<file path="src/rv_pkg.sv">
package rv_pkg;

    localparam int XLEN   = 32;
    localparam int REG_AW = 5;

    // ADDI x0, x0, 0
    localparam logic [XLEN-1:0] NOP_INSTR = 32'h0000_0013;

    // RV32I major opcodes of the supported subset
    typedef enum logic [6:0] {
        OPC_LUI    = 7'b0110111,
        OPC_OP_IMM = 7'b0010011,
        OPC_OP     = 7'b0110011,
        OPC_LOAD   = 7'b0000011,
        OPC_STORE  = 7'b0100011,
        OPC_BRANCH = 7'b1100011,
        OPC_JAL    = 7'b1101111,
        OPC_JALR   = 7'b1100111
    } opcode_e;

    typedef enum logic [2:0] {
        ALU_ADD,
        ALU_SUB,
        ALU_AND,
        ALU_OR,
        ALU_XOR,
        ALU_SLT,
        ALU_PASS_B
    } alu_op_e;

    typedef enum logic [1:0] {
        ARB_IDLE,
        ARB_REQ,
        ARB_RELEASE
    } arb_state_e;

endpackage

</file>
<file path="src/rv_decode.sv">
module rv_decode (
    input  logic [rv_pkg::XLEN-1:0] instr_i,
    output logic                    reg_write_o,
    output logic                    mem_to_reg_o,
    output logic                    mem_read_o,
    output logic                    mem_write_o,
    output logic                    alu_src_imm_o,
    output logic                    branch_o,
    output logic                    jal_o,
    output logic                    jalr_o,
    output rv_pkg::alu_op_e         alu_op_o,
    output logic [rv_pkg::XLEN-1:0] imm_o
);

    rv_pkg::opcode_e           opcode;
    rv_pkg::alu_op_e           funct_op;
    logic [2:0]                funct3;
    logic [rv_pkg::XLEN-1:0]   imm_i, imm_s, imm_b, imm_u, imm_j;

    assign opcode = rv_pkg::opcode_e'(instr_i[6:0]);
    assign funct3 = instr_i[14:12];

    assign imm_i = {{20{instr_i[31]}}, instr_i[31:20]};
    assign imm_s = {{20{instr_i[31]}}, instr_i[31:25], instr_i[11:7]};
    assign imm_b = {{19{instr_i[31]}}, instr_i[31], instr_i[7], instr_i[30:25],
                    instr_i[11:8], 1'b0};
    assign imm_u = {instr_i[31:12], 12'b0};
    assign imm_j = {{11{instr_i[31]}}, instr_i[31], instr_i[19:12], instr_i[20],
                    instr_i[30:21], 1'b0};

    // OP and OP_IMM share the funct3 mapping
    always_comb begin
        case (funct3)
            3'b010:  funct_op = rv_pkg::ALU_SLT;
            3'b100:  funct_op = rv_pkg::ALU_XOR;
            3'b110:  funct_op = rv_pkg::ALU_OR;
            3'b111:  funct_op = rv_pkg::ALU_AND;
            default: funct_op = rv_pkg::ALU_ADD;
        endcase
    end

    always_comb begin
        {reg_write_o, mem_to_reg_o, mem_read_o, mem_write_o} = 4'b0000;
        {alu_src_imm_o, branch_o, jal_o, jalr_o} = 4'b0000;
        alu_op_o = rv_pkg::ALU_ADD;
        imm_o    = imm_i;
        case (opcode)
            rv_pkg::OPC_LUI: begin
                {reg_write_o, alu_src_imm_o} = 2'b11;
                alu_op_o = rv_pkg::ALU_PASS_B;
                imm_o    = imm_u;
            end
            rv_pkg::OPC_OP_IMM: begin
                {reg_write_o, alu_src_imm_o} = 2'b11;
                alu_op_o = funct_op;
            end
            rv_pkg::OPC_OP: begin
                reg_write_o = 1'b1;
                alu_op_o    = (funct3 == 3'b000 && instr_i[30]) ? rv_pkg::ALU_SUB : funct_op;
            end
            rv_pkg::OPC_LOAD: begin
                {reg_write_o, mem_to_reg_o, mem_read_o, alu_src_imm_o} = 4'b1111;
            end
            rv_pkg::OPC_STORE: begin
                {mem_write_o, alu_src_imm_o} = 2'b11;
                imm_o = imm_s;
            end
            rv_pkg::OPC_BRANCH: begin
                branch_o = 1'b1;
                imm_o    = imm_b;
            end
            rv_pkg::OPC_JAL: begin
                {reg_write_o, jal_o} = 2'b11;
                imm_o = imm_j;
            end
            rv_pkg::OPC_JALR: begin
                {reg_write_o, jalr_o} = 2'b11;
            end
            // Anything else behaves as a NOP
            default: ;
        endcase
    end

endmodule

</file>
<file path="src/rv_alu.sv">
module rv_alu (
    input  logic [rv_pkg::XLEN-1:0] a_i,
    input  logic [rv_pkg::XLEN-1:0] b_i,
    input  rv_pkg::alu_op_e         op_i,
    output logic [rv_pkg::XLEN-1:0] result_o
);

    logic less;

    // Signed compare for SLT
    assign less = $signed(a_i) < $signed(b_i);

    always_comb begin
        case (op_i)
            rv_pkg::ALU_SUB:    result_o = a_i - b_i;
            rv_pkg::ALU_AND:    result_o = a_i & b_i;
            rv_pkg::ALU_OR:     result_o = a_i | b_i;
            rv_pkg::ALU_XOR:    result_o = a_i ^ b_i;
            rv_pkg::ALU_SLT:    result_o = {{(rv_pkg::XLEN-1){1'b0}}, less};
            rv_pkg::ALU_PASS_B: result_o = b_i;
            default:            result_o = a_i + b_i;
        endcase
    end

endmodule

</file>
<file path="src/rv_core.sv">
module rv_core #(
    parameter logic [rv_pkg::XLEN-1:0] RESET_PC = '0,
    parameter int                      MEM_AW   = 30
) (
    input  logic                    clk,
    input  logic                    rst_i,
    output logic                    imem_ren_o,
    output logic [MEM_AW-1:0]       imem_addr_o,
    input  logic                    imem_stall_i,
    input  logic [rv_pkg::XLEN-1:0] imem_rdata_i,
    output logic                    dmem_ren_o,
    output logic                    dmem_wen_o,
    output logic [MEM_AW-1:0]       dmem_addr_o,
    output logic [rv_pkg::XLEN-1:0] dmem_wdata_o,
    input  logic                    dmem_stall_i,
    input  logic [rv_pkg::XLEN-1:0] dmem_rdata_i,
    output logic [rv_pkg::XLEN-1:0] pc_o
);

    localparam int XLEN = rv_pkg::XLEN;
    localparam int RAW  = rv_pkg::REG_AW;

    // Memory holds big-endian words
    function automatic logic [XLEN-1:0] swap_bytes(input logic [XLEN-1:0] w);
        return {w[7:0], w[15:8], w[23:16], w[31:24]};
    endfunction

    logic            stall, load_use, redirect, br_taken;
    logic [XLEN-1:0] pc_q, if_instr, id_instr_q, id_pc_q;
    logic [XLEN-1:0] regs [2**RAW];

    logic            id_reg_write, id_mem_to_reg, id_mem_read, id_mem_write;
    logic            id_alu_src_imm, id_branch, id_jal, id_jalr;
    rv_pkg::alu_op_e id_alu_op;
    logic [XLEN-1:0] id_imm, id_rs1_val, id_rs2_val, id_jalr_sum, id_target;
    logic [RAW-1:0]  id_rs1, id_rs2, id_rd;

    logic            ex_reg_write_q, ex_mem_read_q, ex_mem_write_q;
    logic            ex_mem_to_reg_q, ex_jump_q, ex_alu_src_imm_q;
    rv_pkg::alu_op_e ex_alu_op_q;
    logic [RAW-1:0]  ex_rs1_q, ex_rs2_q, ex_rd_q;
    logic [XLEN-1:0] ex_rs1_val_q, ex_rs2_val_q, ex_imm_q, ex_pc4_q;
    logic [XLEN-1:0] ex_a, ex_b, ex_alu_out, ex_result;

    logic            mem_reg_write_q, mem_mem_read_q, mem_mem_write_q, mem_mem_to_reg_q;
    logic [RAW-1:0]  mem_rd_q, wb_rd_q;
    logic [XLEN-1:0] mem_alu_q, mem_store_q, mem_result;
    logic            wb_reg_write_q;
    logic [XLEN-1:0] wb_data_q;

    assign stall       = imem_stall_i | dmem_stall_i;
    assign imem_ren_o  = 1'b1;
    assign imem_addr_o = pc_q[MEM_AW+1:2];
    assign pc_o        = pc_q;
    assign if_instr    = swap_bytes(imem_rdata_i);

    always_ff @(posedge clk) begin
        if (rst_i) begin
            pc_q       <= RESET_PC;
            id_instr_q <= rv_pkg::NOP_INSTR;
        end else if (!stall && !load_use) begin
            pc_q       <= redirect ? id_target : pc_q + 32'd4;
            id_instr_q <= redirect ? rv_pkg::NOP_INSTR : if_instr;
        end
    end

    always_ff @(posedge clk) begin
        if (!stall && !load_use) begin
            id_pc_q <= pc_q;
        end
    end

    rv_decode u_decode (
        .instr_i       (id_instr_q),
        .reg_write_o   (id_reg_write),
        .mem_to_reg_o  (id_mem_to_reg),
        .mem_read_o    (id_mem_read),
        .mem_write_o   (id_mem_write),
        .alu_src_imm_o (id_alu_src_imm),
        .branch_o      (id_branch),
        .jal_o         (id_jal),
        .jalr_o        (id_jalr),
        .alu_op_o      (id_alu_op),
        .imm_o         (id_imm)
    );

    assign id_rs1 = id_instr_q[19:15];
    assign id_rs2 = id_instr_q[24:20];
    assign id_rd  = id_instr_q[11:7];

    // Newest producer wins, WB write is visible in the same cycle
    assign id_rs1_val = (id_rs1 == '0) ? '0 :
                        (ex_reg_write_q && ex_rd_q == id_rs1) ? ex_result :
                        (mem_reg_write_q && mem_rd_q == id_rs1) ? mem_result :
                        (wb_reg_write_q && wb_rd_q == id_rs1) ? wb_data_q : regs[id_rs1];
    assign id_rs2_val = (id_rs2 == '0) ? '0 :
                        (ex_reg_write_q && ex_rd_q == id_rs2) ? ex_result :
                        (mem_reg_write_q && mem_rd_q == id_rs2) ? mem_result :
                        (wb_reg_write_q && wb_rd_q == id_rs2) ? wb_data_q : regs[id_rs2];

    assign load_use    = ex_mem_read_q && ex_reg_write_q &&
                         (ex_rd_q == id_rs1 || ex_rd_q == id_rs2);
    // funct3 bit 0 selects BNE
    assign br_taken    = id_branch && ((id_rs1_val == id_rs2_val) != id_instr_q[12]);
    assign redirect    = !load_use && (br_taken || id_jal || id_jalr);
    assign id_jalr_sum = id_rs1_val + id_imm;
    assign id_target   = id_jalr ? {id_jalr_sum[XLEN-1:1], 1'b0} : id_pc_q + id_imm;

    always_ff @(posedge clk) begin
        if (rst_i) begin
            ex_reg_write_q <= 1'b0;
            ex_mem_read_q  <= 1'b0;
            ex_mem_write_q <= 1'b0;
        end else if (!stall) begin
            // Bubble on load-use, x0 is never a destination
            ex_reg_write_q <= id_reg_write && id_rd != '0 && !load_use;
            ex_mem_read_q  <= id_mem_read && !load_use;
            ex_mem_write_q <= id_mem_write && !load_use;
        end
    end

    always_ff @(posedge clk) begin
        if (!stall) begin
            ex_mem_to_reg_q  <= id_mem_to_reg;
            ex_jump_q        <= id_jal || id_jalr;
            ex_alu_src_imm_q <= id_alu_src_imm;
            ex_alu_op_q      <= id_alu_op;
            ex_rs1_q         <= id_rs1;
            ex_rs2_q         <= id_rs2;
            ex_rd_q          <= id_rd;
            ex_rs1_val_q     <= id_rs1_val;
            ex_rs2_val_q     <= id_rs2_val;
            ex_imm_q         <= id_imm;
            ex_pc4_q         <= id_pc_q + 32'd4;
        end
    end

    assign ex_a = (mem_reg_write_q && mem_rd_q == ex_rs1_q) ? mem_result :
                  (wb_reg_write_q && wb_rd_q == ex_rs1_q) ? wb_data_q : ex_rs1_val_q;
    assign ex_b = (mem_reg_write_q && mem_rd_q == ex_rs2_q) ? mem_result :
                  (wb_reg_write_q && wb_rd_q == ex_rs2_q) ? wb_data_q : ex_rs2_val_q;

    rv_alu u_alu (
        .a_i      (ex_a),
        .b_i      (ex_alu_src_imm_q ? ex_imm_q : ex_b),
        .op_i     (ex_alu_op_q),
        .result_o (ex_alu_out)
    );

    // Link value for JAL and JALR
    assign ex_result = ex_jump_q ? ex_pc4_q : ex_alu_out;

    always_ff @(posedge clk) begin
        if (rst_i) begin
            mem_reg_write_q <= 1'b0;
            mem_mem_read_q  <= 1'b0;
            mem_mem_write_q <= 1'b0;
            wb_reg_write_q  <= 1'b0;
        end else if (!stall) begin
            mem_reg_write_q <= ex_reg_write_q;
            mem_mem_read_q  <= ex_mem_read_q;
            mem_mem_write_q <= ex_mem_write_q;
            wb_reg_write_q  <= mem_reg_write_q;
        end
    end

    always_ff @(posedge clk) begin
        if (!stall) begin
            mem_mem_to_reg_q <= ex_mem_to_reg_q;
            mem_alu_q        <= ex_result;
            mem_store_q      <= ex_b;
            mem_rd_q         <= ex_rd_q;
            wb_rd_q          <= mem_rd_q;
            wb_data_q        <= mem_result;
        end
    end

    assign dmem_ren_o   = mem_mem_read_q;
    assign dmem_wen_o   = mem_mem_write_q;
    assign dmem_addr_o  = mem_alu_q[MEM_AW+1:2];
    assign dmem_wdata_o = swap_bytes(mem_store_q);
    assign mem_result   = mem_mem_to_reg_q ? swap_bytes(dmem_rdata_i) : mem_alu_q;

    always_ff @(posedge clk) begin
        if (!stall && wb_reg_write_q) begin
            regs[wb_rd_q] <= wb_data_q;
        end
    end

endmodule

</file>
<file path="src/rv_mem_arbiter.sv">
module rv_mem_arbiter #(
    parameter int MEM_AW = 30
) (
    input  logic                    clk,
    input  logic                    rst_i,
    input  logic                    imem_ren_i,
    input  logic [MEM_AW-1:0]       imem_addr_i,
    output logic                    imem_stall_o,
    output logic [rv_pkg::XLEN-1:0] imem_rdata_o,
    input  logic                    dmem_ren_i,
    input  logic                    dmem_wen_i,
    input  logic [MEM_AW-1:0]       dmem_addr_i,
    input  logic [rv_pkg::XLEN-1:0] dmem_wdata_i,
    output logic                    dmem_stall_o,
    output logic [rv_pkg::XLEN-1:0] dmem_rdata_o,
    output logic                    mem_req_o,
    output logic                    mem_wen_o,
    output logic [MEM_AW-1:0]       mem_addr_o,
    output logic [rv_pkg::XLEN-1:0] mem_wdata_o,
    input  logic                    mem_ack_i,
    input  logic [rv_pkg::XLEN-1:0] mem_rdata_i
);

    rv_pkg::arb_state_e state_q;
    logic               i_done_q, d_done_q, serve_d_q;
    logic               i_pend, d_pend;

    assign i_pend = imem_ren_i & ~i_done_q;
    assign d_pend = (dmem_ren_i | dmem_wen_i) & ~d_done_q;

    assign imem_stall_o = i_pend;
    assign dmem_stall_o = d_pend;
    assign mem_req_o    = (state_q == rv_pkg::ARB_REQ);

    always_ff @(posedge clk) begin
        if (rst_i) begin
            state_q   <= rv_pkg::ARB_IDLE;
            i_done_q  <= 1'b0;
            d_done_q  <= 1'b0;
            serve_d_q <= 1'b0;
            mem_wen_o <= 1'b0;
        end else begin
            // Core advances this cycle
            if (!i_pend && !d_pend) begin
                i_done_q <= 1'b0;
                d_done_q <= 1'b0;
            end
            case (state_q)
                rv_pkg::ARB_IDLE: begin
                    // Data side first, it holds the older instruction
                    if (d_pend || i_pend) begin
                        state_q   <= rv_pkg::ARB_REQ;
                        serve_d_q <= d_pend;
                        mem_wen_o <= d_pend && dmem_wen_i;
                    end
                end
                rv_pkg::ARB_REQ: begin
                    if (mem_ack_i) begin
                        state_q <= rv_pkg::ARB_RELEASE;
                        if (serve_d_q) begin
                            d_done_q <= 1'b1;
                        end else begin
                            i_done_q <= 1'b1;
                        end
                    end
                end
                rv_pkg::ARB_RELEASE: begin
                    if (!mem_ack_i) begin
                        state_q <= rv_pkg::ARB_IDLE;
                    end
                end
                default: state_q <= rv_pkg::ARB_IDLE;
            endcase
        end
    end

    // Bus payload only moves while idle
    always_ff @(posedge clk) begin
        if (state_q == rv_pkg::ARB_IDLE) begin
            mem_addr_o  <= d_pend ? dmem_addr_i : imem_addr_i;
            mem_wdata_o <= dmem_wdata_i;
        end
        if (state_q == rv_pkg::ARB_REQ && mem_ack_i) begin
            if (serve_d_q) begin
                dmem_rdata_o <= mem_rdata_i;
            end else begin
                imem_rdata_o <= mem_rdata_i;
            end
        end
    end

endmodule

</file>
<file path="src/rv_subsystem.sv">
module rv_subsystem #(
    parameter logic [rv_pkg::XLEN-1:0] RESET_PC = '0,
    parameter int                      MEM_AW   = 30
) (
    input  logic                    clk,
    input  logic                    rst_i,
    output logic                    mem_req_o,
    output logic                    mem_wen_o,
    output logic [MEM_AW-1:0]       mem_addr_o,
    output logic [rv_pkg::XLEN-1:0] mem_wdata_o,
    input  logic                    mem_ack_i,
    input  logic [rv_pkg::XLEN-1:0] mem_rdata_i,
    output logic [rv_pkg::XLEN-1:0] pc_o
);

    logic                    imem_ren, imem_stall, dmem_ren, dmem_wen, dmem_stall;
    logic [MEM_AW-1:0]       imem_addr, dmem_addr;
    logic [rv_pkg::XLEN-1:0] imem_rdata, dmem_rdata, dmem_wdata;

    rv_core #(
        .RESET_PC (RESET_PC),
        .MEM_AW   (MEM_AW)
    ) u_core (
        .clk          (clk),
        .rst_i        (rst_i),
        .imem_ren_o   (imem_ren),
        .imem_addr_o  (imem_addr),
        .imem_stall_i (imem_stall),
        .imem_rdata_i (imem_rdata),
        .dmem_ren_o   (dmem_ren),
        .dmem_wen_o   (dmem_wen),
        .dmem_addr_o  (dmem_addr),
        .dmem_wdata_o (dmem_wdata),
        .dmem_stall_i (dmem_stall),
        .dmem_rdata_i (dmem_rdata),
        .pc_o         (pc_o)
    );

    // Single shared bus to external memory
    rv_mem_arbiter #(
        .MEM_AW (MEM_AW)
    ) u_arbiter (
        .clk          (clk),
        .rst_i        (rst_i),
        .imem_ren_i   (imem_ren),
        .imem_addr_i  (imem_addr),
        .imem_stall_o (imem_stall),
        .imem_rdata_o (imem_rdata),
        .dmem_ren_i   (dmem_ren),
        .dmem_wen_i   (dmem_wen),
        .dmem_addr_i  (dmem_addr),
        .dmem_wdata_i (dmem_wdata),
        .dmem_stall_o (dmem_stall),
        .dmem_rdata_o (dmem_rdata),
        .mem_req_o    (mem_req_o),
        .mem_wen_o    (mem_wen_o),
        .mem_addr_o   (mem_addr_o),
        .mem_wdata_o  (mem_wdata_o),
        .mem_ack_i    (mem_ack_i),
        .mem_rdata_i  (mem_rdata_i)
    );

endmodule

</file>
<file path="config.mk">
export PLATFORM = sky130hd
export DESIGN_NAME = rv_subsystem
export DESIGN_NICKNAME = d
export VERILOG_FILES = /design/src/rv_pkg.sv /design/src/rv_decode.sv /design/src/rv_alu.sv /design/src/rv_core.sv /design/src/rv_mem_arbiter.sv /design/src/rv_subsystem.sv
export SDC_FILE = /design/constraint.sdc
export NUM_CORES = 2
export LEC_CHECK = 0
export BUFFER_PORTS_ARGS = -buffer_cell sky130_fd_sc_hd__buf_2
export CAP_MARGIN = 20
export CORE_UTILIZATION = 40
export DETAILED_ROUTE_END_ITERATION = 10
export MAX_ROUTING_LAYER = met4
export PLACE_DENSITY_LB_ADDON = 0.05
export SLEW_MARGIN = 20
export SYNTH_ARGS = -nofsm -noshare
export SYNTH_HDL_FRONTEND = slang
export SYNTH_SLANG_ARGS = --single-unit
</file>
<file path="constraint.sdc">
create_clock -name clk -period 15.25 [get_ports clk]
set_input_delay 4.575 -clock clk [delete_from_list [all_inputs] [get_ports clk]]
set_output_delay 4.575 -clock clk [all_outputs]
set_load 0.005 [all_outputs]
</file>
Word-level counts from Yosys, hierarchy flattened
Memory sizes are Yosys's and may differ from the RTL's. A register that Yosys moved wholly into a read port is not among the register bits.
Index checks and enable logic that the tools add are counted.
- muxes and demuxes: 49
- add/subtract/negate cells: 6
- equality and inequality tests: 35
- reduce and logical (&&, ||, !) cells: 43
- $lt $le $gt $ge: 1
- bitwise operators: 9
- operators by type and width (cell ; count):
    $mux W32 ; 18
    $pmux W32 S6 ; 1
    $pmux W31 S4 ; 1
    $add A32 B32 Y32 ; 3
    $add A32 B3 Y32 const B ; 2
    $eq A5 B5 Y1 ; 10
    $and A32 B32 Y32 ; 1
    $eq A32 B32 Y1 ; 1
    $lt A32 B32 Y1 ; 1
    $or A32 B32 Y32 ; 1
    $sub A32 B32 Y32 ; 1
    $xor A32 B32 Y32 ; 1
    $mux W30 ; 1
    $logic_and A1 B1 Y1 ; 24
    $eq A7 B6 Y1 const B ; 3
    $eq A7 B7 Y1 const B ; 3
    $mux W5 ; 4
    $eq A3 B3 Y1 const B ; 6
    $mux W1 ; 17
    $pmux W3 S4 ; 1
    $logic_not A5 Y1 ; 2
    $eq A3 B2 Y1 const B ; 3
    $pmux W3 S3 ; 1
    $eq A7 B2 Y1 const B ; 1
    22 further kinds ; 36
- RAM bits: 1024
- input port bits: 35
- bits in registers: 491
- memories: 1
- output and inout port bits: 96
- logic and storage cells: 180
- memory list (name ; words ; bits a word ; read ports ; clocked after Yosys merged registers in ; write ports ; RTL line ; text):
    u_core.regs ; 32 ; 32 ; 2 ; 2 ; 1 ; rv_core.sv:30 ; logic [XLEN-1:0] regs [2**RAW];

Longest topological paths before layout
- depth after elaboration: 19
- depth in mapped cells: 38
- gate-level depth less buffers: 34

Cells and area by module
A second synthesis with hierarchy kept.
- cells, all modules: 5656
- area, all modules: 79766.5 um2
- by module, submodules not included (module ; area each (um2) ; seq. area each (um2) ; cells an instance ; times used):
    rv_core ; 68906.1 ; 41019.3 ; 4406 ; 1
    rv_alu ; 5810.6 ; 0.0 ; 910 ; 1
    rv_mem_arbiter ; 4461.8 ; 3903.7 ; 253 ; 1
    rv_decode ; 588.1 ; 0.0 ; 87 ; 1

Least setup slack after synthesis
Ideal clock, no wire load.
- path kind: register -> register
- from: reg u_core.mem_mem_write_q (netlist: u_core.dmem_wen_o)
- to: mem u_core.regs[11][0] (enable)
- setup time: 0.472 ns
- data required time: 14.778 ns
- cell stages (with the launch flop): 8
- arrival time: 8.871 ns
- clock period less this slack: 9.343 ns
- slack: 5.907 ns
- buffers on the path: 1
- path through: dfxtp_1 -> nor2_1 -> or2_2 -> clkbuf_1 -> nand2_1 -> clkinv_1 -> nand4_1 -> nor2_1
- longest elaborated chain between the ends: 7
- RTL lines (what ; RTL line ; text):
    start, declared ; rv_core.sv:45 ; logic mem_reg_write_q, mem_mem_read_q, mem_mem_write_q, mem_mem_to_reg_q;
    start signal, assigned ; rv_core.sv:162 ; mem_mem_write_q <= ex_mem_write_q;
    $or A1 B1 Y1 ; rv_mem_arbiter.sv:29 ; assign d_pend = (dmem_ren_i | dmem_wen_i) & ~d_done_q;
    $and A1 B1 Y1 ; rv_mem_arbiter.sv:29 ;
    $or A1 B1 Y1 ; rv_core.sv:51 ; assign stall = imem_stall_i | dmem_stall_i;
    $logic_not A1 Y1 ; rv_core.sv:185 ; if (!stall && wb_reg_write_q) begin
    $logic_and A1 B1 Y1 ; rv_core.sv:185 ;
    $mux W1 ; rv_core.sv:185 ;
    $mux W1 (not written as such) ; rv_core.sv:186 ; regs[wb_rd_q] <= wb_data_q;
    end, declared ; rv_core.sv:30 ;
No other way between the ends.

Worst setup path after layout
- from: reg u_core.wb_rd_q[2]
- to: reg u_core.pc_q[30] (netlist: u_core.pc_o[30])
- longest elaborated chain between the ends: 17
- elaborated cells between the ends (all ways): 38
- those cells by class: 3 x add/sub; 1 x order compare; 6 x eq/ne; 17 x mux; 3 x bitwise; 8 x reduce/logical
- RTL lines (what ; RTL line ; text):
    start, declared ; rv_core.sv:46 ; logic [RAW-1:0] mem_rd_q, wb_rd_q;
    start signal, assigned ; rv_core.sv:173 ; wb_rd_q <= mem_rd_q;
    $eq A5 B5 Y1 ; rv_core.sv:141 ; (wb_reg_write_q && wb_rd_q == ex_rs2_q) ? wb_data_q : ex_rs2_val_q;
    $logic_and A1 B1 Y1 ; rv_core.sv:141 ;
    $mux W32 ; rv_core.sv:141 ;
    $mux W32 ; rv_core.sv:140 ; assign ex_b = (mem_reg_write_q && mem_rd_q == ex_rs2_q) ? mem_result :
    $mux W32 ; rv_core.sv:145 ; .b_i (ex_alu_src_imm_q ? ex_imm_q : ex_b),
    $add A32 B32 Y32, or another cell as far along ; rv_alu.sv:21 ; default: result_o = a_i + b_i;
    $pmux W32 S6 ; rv_alu.sv:14 ; case (op_i)
    $mux W32 ; rv_core.sv:151 ; assign ex_result = ex_jump_q ? ex_pc4_q : ex_alu_out;
    $mux W32 * ; rv_core.sv:93 ; (ex_reg_write_q && ex_rd_q == id_rs1) ? ex_result :
    $mux W32 * ; rv_core.sv:92 ; assign id_rs1_val = (id_rs1 == '0) ? '0 :
    named net u_core.id_rs1_val[6] ; rv_core.sv:35 ; logic [XLEN-1:0] id_imm, id_rs1_val, id_rs2_val, id_jalr_sum, id_target;
    parallel branches: the longest is 6 deep, another holds $add A32 B32 Y32 ; -- ;
    $mux W32 * ; rv_core.sv:62 ; pc_q <= redirect ? id_target : pc_q + 32'd4;
    end signal, assigned ; rv_core.sv:62 ;
    end, declared ; rv_core.sv:29 ; logic [XLEN-1:0] pc_q, if_instr, id_instr_q, id_pc_q;
Mark *: on every way through the listed nets, which the timed path passes.
A chain may end at the register's enable or synchronous reset.

==> results.cfg <==
[power]
total_power_mw = 9.837
cellPowerDensity_mw_per_mm2 = 108.1
ir_drop_uv = 122.6
leakagePower_nw = 29.86

[worst_setup_path]
criticalPathCategory = reg -> reg
reg2reg_from = u_core.wb_rd_q[2]$_DFFE_PP_
worstPathMaxFanout = 32
r2r_slack_ns = 4.68
endpoint_kind = flip-flop
max_stage_delay_ns = 0.68
cp.arrival_ns = 11.32
timing.rr.end = u_core.pc_o[30]$_SDFFE_PP0P_
worstPathRequired_ns = 16.00
slowest_stage = a311oi_1
cp-start-kind = flip-flop
crit_start = u_core.wb_rd_q[2]$_DFFE_PP_
rr_worst_depth = 34

[timing]
setup_viol_count_final = 0
drv_slew = 0
setup_tns_ns = 0
fin_skew_ns = 0.06475
max_freq_mhz = 94.63
final.min_clock_period_ns = 10.57
final_hold_viol_count = 0
rsz0062_at_grt = no
tightest_slew_ns = 1.234
relSlewSlack = 0.1772
finalCritPeriodShare = 0.6929

[synthesis]
synth_commonest_cells = 1,438 x edfxtp_1, 530 x mux4_2, 478 x nand2_1
synth_warnings = 0
yosysMostFrequentCell = edfxtp_1
syn_inst = 5946
yosysTopAreaCellShare = 0.5334
synth_top_area_cell = edfxtp_1
ys_seq_area_frac = 0.5549
synth_seq_cells = 1525
synth-edff-count = 1438
async_reset_ff_frac = 0
synth_area_leaders = edfxtp_1 53%, mux4_2 15%, ha_1 2.5%
synth_cell_types = 101
synthFlopType = edfxtp_1
synth_nets = 6144
avgSynthCellArea_sq_um = 13.61
syn_area_sq_mm = 0.08095

[clocking]
cts_root_buf = clkbuf_16
cts_buffers = 174
post_cts_buffers = 0
clk_latency_ns = 0.85
htree_levels = 4
clk_pin_slew_ns = 0.06
ctsResizeCount = 0
clock-sinks = 1525
ctsLongestPathBuffers = 3
holdBufCountCts = 0
cts_tree = built

[global_route]
grt_pass1_wl_mm = 468.3
grtUsageTotal = 0.3426
grt_pass1_vias = 55700
grt-ovfl-total = 0
grt_max_degree = 108
antenna_found_initial = 17

[detailed_routing]
drt_wl_total_mm = 344.3
ant_nets = 0
first_iter_violations = 7397
num_vias = 57970
post_drt_wl_per_cell_um = 38.77
drc_errors = 0
vias_per_cell = 6.528
firstDrtPassIters = 6

[cells_and_area]
fin_nets = 6262
drive_gt1_frac = 0.2134
syn2layout_area_growth_pct = 12.40

[floorplanning]
dieArea_sq_mm = 0.2042
core_area_sq_mm = 0.2005
rows = 164
die_h_um = 451.9
die_w_um = 451.9
start_util = 0.4038
ios = 131

[worst_hold_path]
hold_end = u_arbiter.mem_wdata_o[12]$_DFFE_PP_
min-delay-path-class = reg -> reg
hold_depth = 0
hp-start = u_core.mem_store_q[20]$_DFFE_PP_

[placed_design]
portBuffers = 130
hpwl_mm = 230.6
gp_congestion = 0.9939

[job]
maxCapViolations = 0

[outcome]
status = finished clean
## worst max-delay path by stage
| stage | slack [ns] | end |
|---|---|---|
| floorplan | 5.91 | u_core.regs[11][0]$_DFFE_PP_ |
| global placement | 5.11 | u_core.pc_o[30]$_SDFFE_PP0P_ |
| detailed placement | 4.95 | u_core.pc_o[30]$_SDFFE_PP0P_ |
| CTS | 4.89 | u_core.pc_o[30]$_SDFFE_PP0P_ |
| global route | 3.95 | u_core.pc_o[30]$_SDFFE_PP0P_ |
| finish | 4.68 | u_core.pc_o[30]$_SDFFE_PP0P_ |
## cell usage in the layout, fill, tap and decap left out, types with 86 or more instances in the layout
master and n:
mux4_2 530, o21ai_0 241, mux2i_1 155, nor2_1 277
a22oi_1 86, buf_2 130, xnor2_1 114, ha_1 159
edfxtp_1 1438, inv_1 175, buf_4 215, nor3_1 95
nand2_1 476, a21oi_1 301, clkbuf_16 176, nand3_1 158
## metal layers
layer	global-route usage	wire length, um	vias up
met4	0.1921	22940	0
met1	0.4313	135700	30290
met5	-	0	-
li1	-	-	23990
met2	0.5287	160300	2956
met3	0.05403	25390	736
## flip-flops by register name (all words and copies together), names as in the netlist, 30 cells and up, named ones only
signal                  count
u_core.pc_o                32
u_core.ex_pc4_q            32
u_arbiter.imem_rdata_o     32
u_core.mem_alu_q           32
u_core.ex_rs2_val_q        32
u_core.id_instr_q          32
u_arbiter.mem_addr_o       30
u_core.regs              1024
u_core.ex_rs1_val_q        32
u_arbiter.dmem_rdata_o     32
u_core.wb_data_q           32
u_core.mem_store_q         32
u_core.ex_imm_q            32
u_core.id_pc_q             32
u_arbiter.mem_wdata_o      32
## through the flow
stage	worst slack [ns]	std cells	utilization	area, sq um	hold WS (ns)
floorplan	5.907	5946	-	80950	0.4003
global route	3.945	8875	0.4538	90980	0.4093
CTS	4.885	8864	0.4534	90900	0.4069
finish	4.683	8880	0.4539	90990	0.4086
global placement	5.110	8543	0.4247	85140	0.4035
detailed placement	4.946	8543	0.4247	85150	0.4045
## power breakdown
part           leakage [nW]  internal, mW  switching [mW]
registers              13.8          4.61          0.0597
clock network          2.77          2.43            1.84
logic                  13.3         0.290           0.604
## logic make-up (layout without fill, tap and decap cells)
group | Yosys count | after routing | synth area share
muxes | 754 | 754 | 0.1762
DFF | 1525 | 1525 | 0.5549
AOI/OAI and AO/OA | 1320 | 1320 | 0.1099
xor gates and xnor gates | 163 | 163 | 0.01764
and+or+nand+nor | 1429 | 1429 | 0.08394
adders and majority gates | 164 | 164 | 0.02569
other | 0 | 15 | 0
buffers and inverters | 591 | 854 | 0.03162
## worst max-delay path: cells and delay by family (launching register included)
family / cells / cell delay, ns
and+or+nand+nor: 7 / 1.92
DFF: 1 / 0.59
adders and majority gates: 3 / 1.08
muxes: 1 / 0.26
xor gates and xnor gates: 2 / 0.36
AOI/OAI and AO/OA: 18 / 5.54
buffers and inverters: 3 / 0.74
## final cells by class
class / count / area (sq um)
fillers: 17970 / 109500
inverters: 183 / 694.4
well taps: 2656 / 3323
clock inverters: 102 / 1146
multi-input cells: 3830 / 33850
clock buffers: 219 / 4606
flip-flops and latches: 1525 / 44960
diodes: 15 / 37.54
repair buffers: 350 / 2372
(Power assumes the default switching activity.)
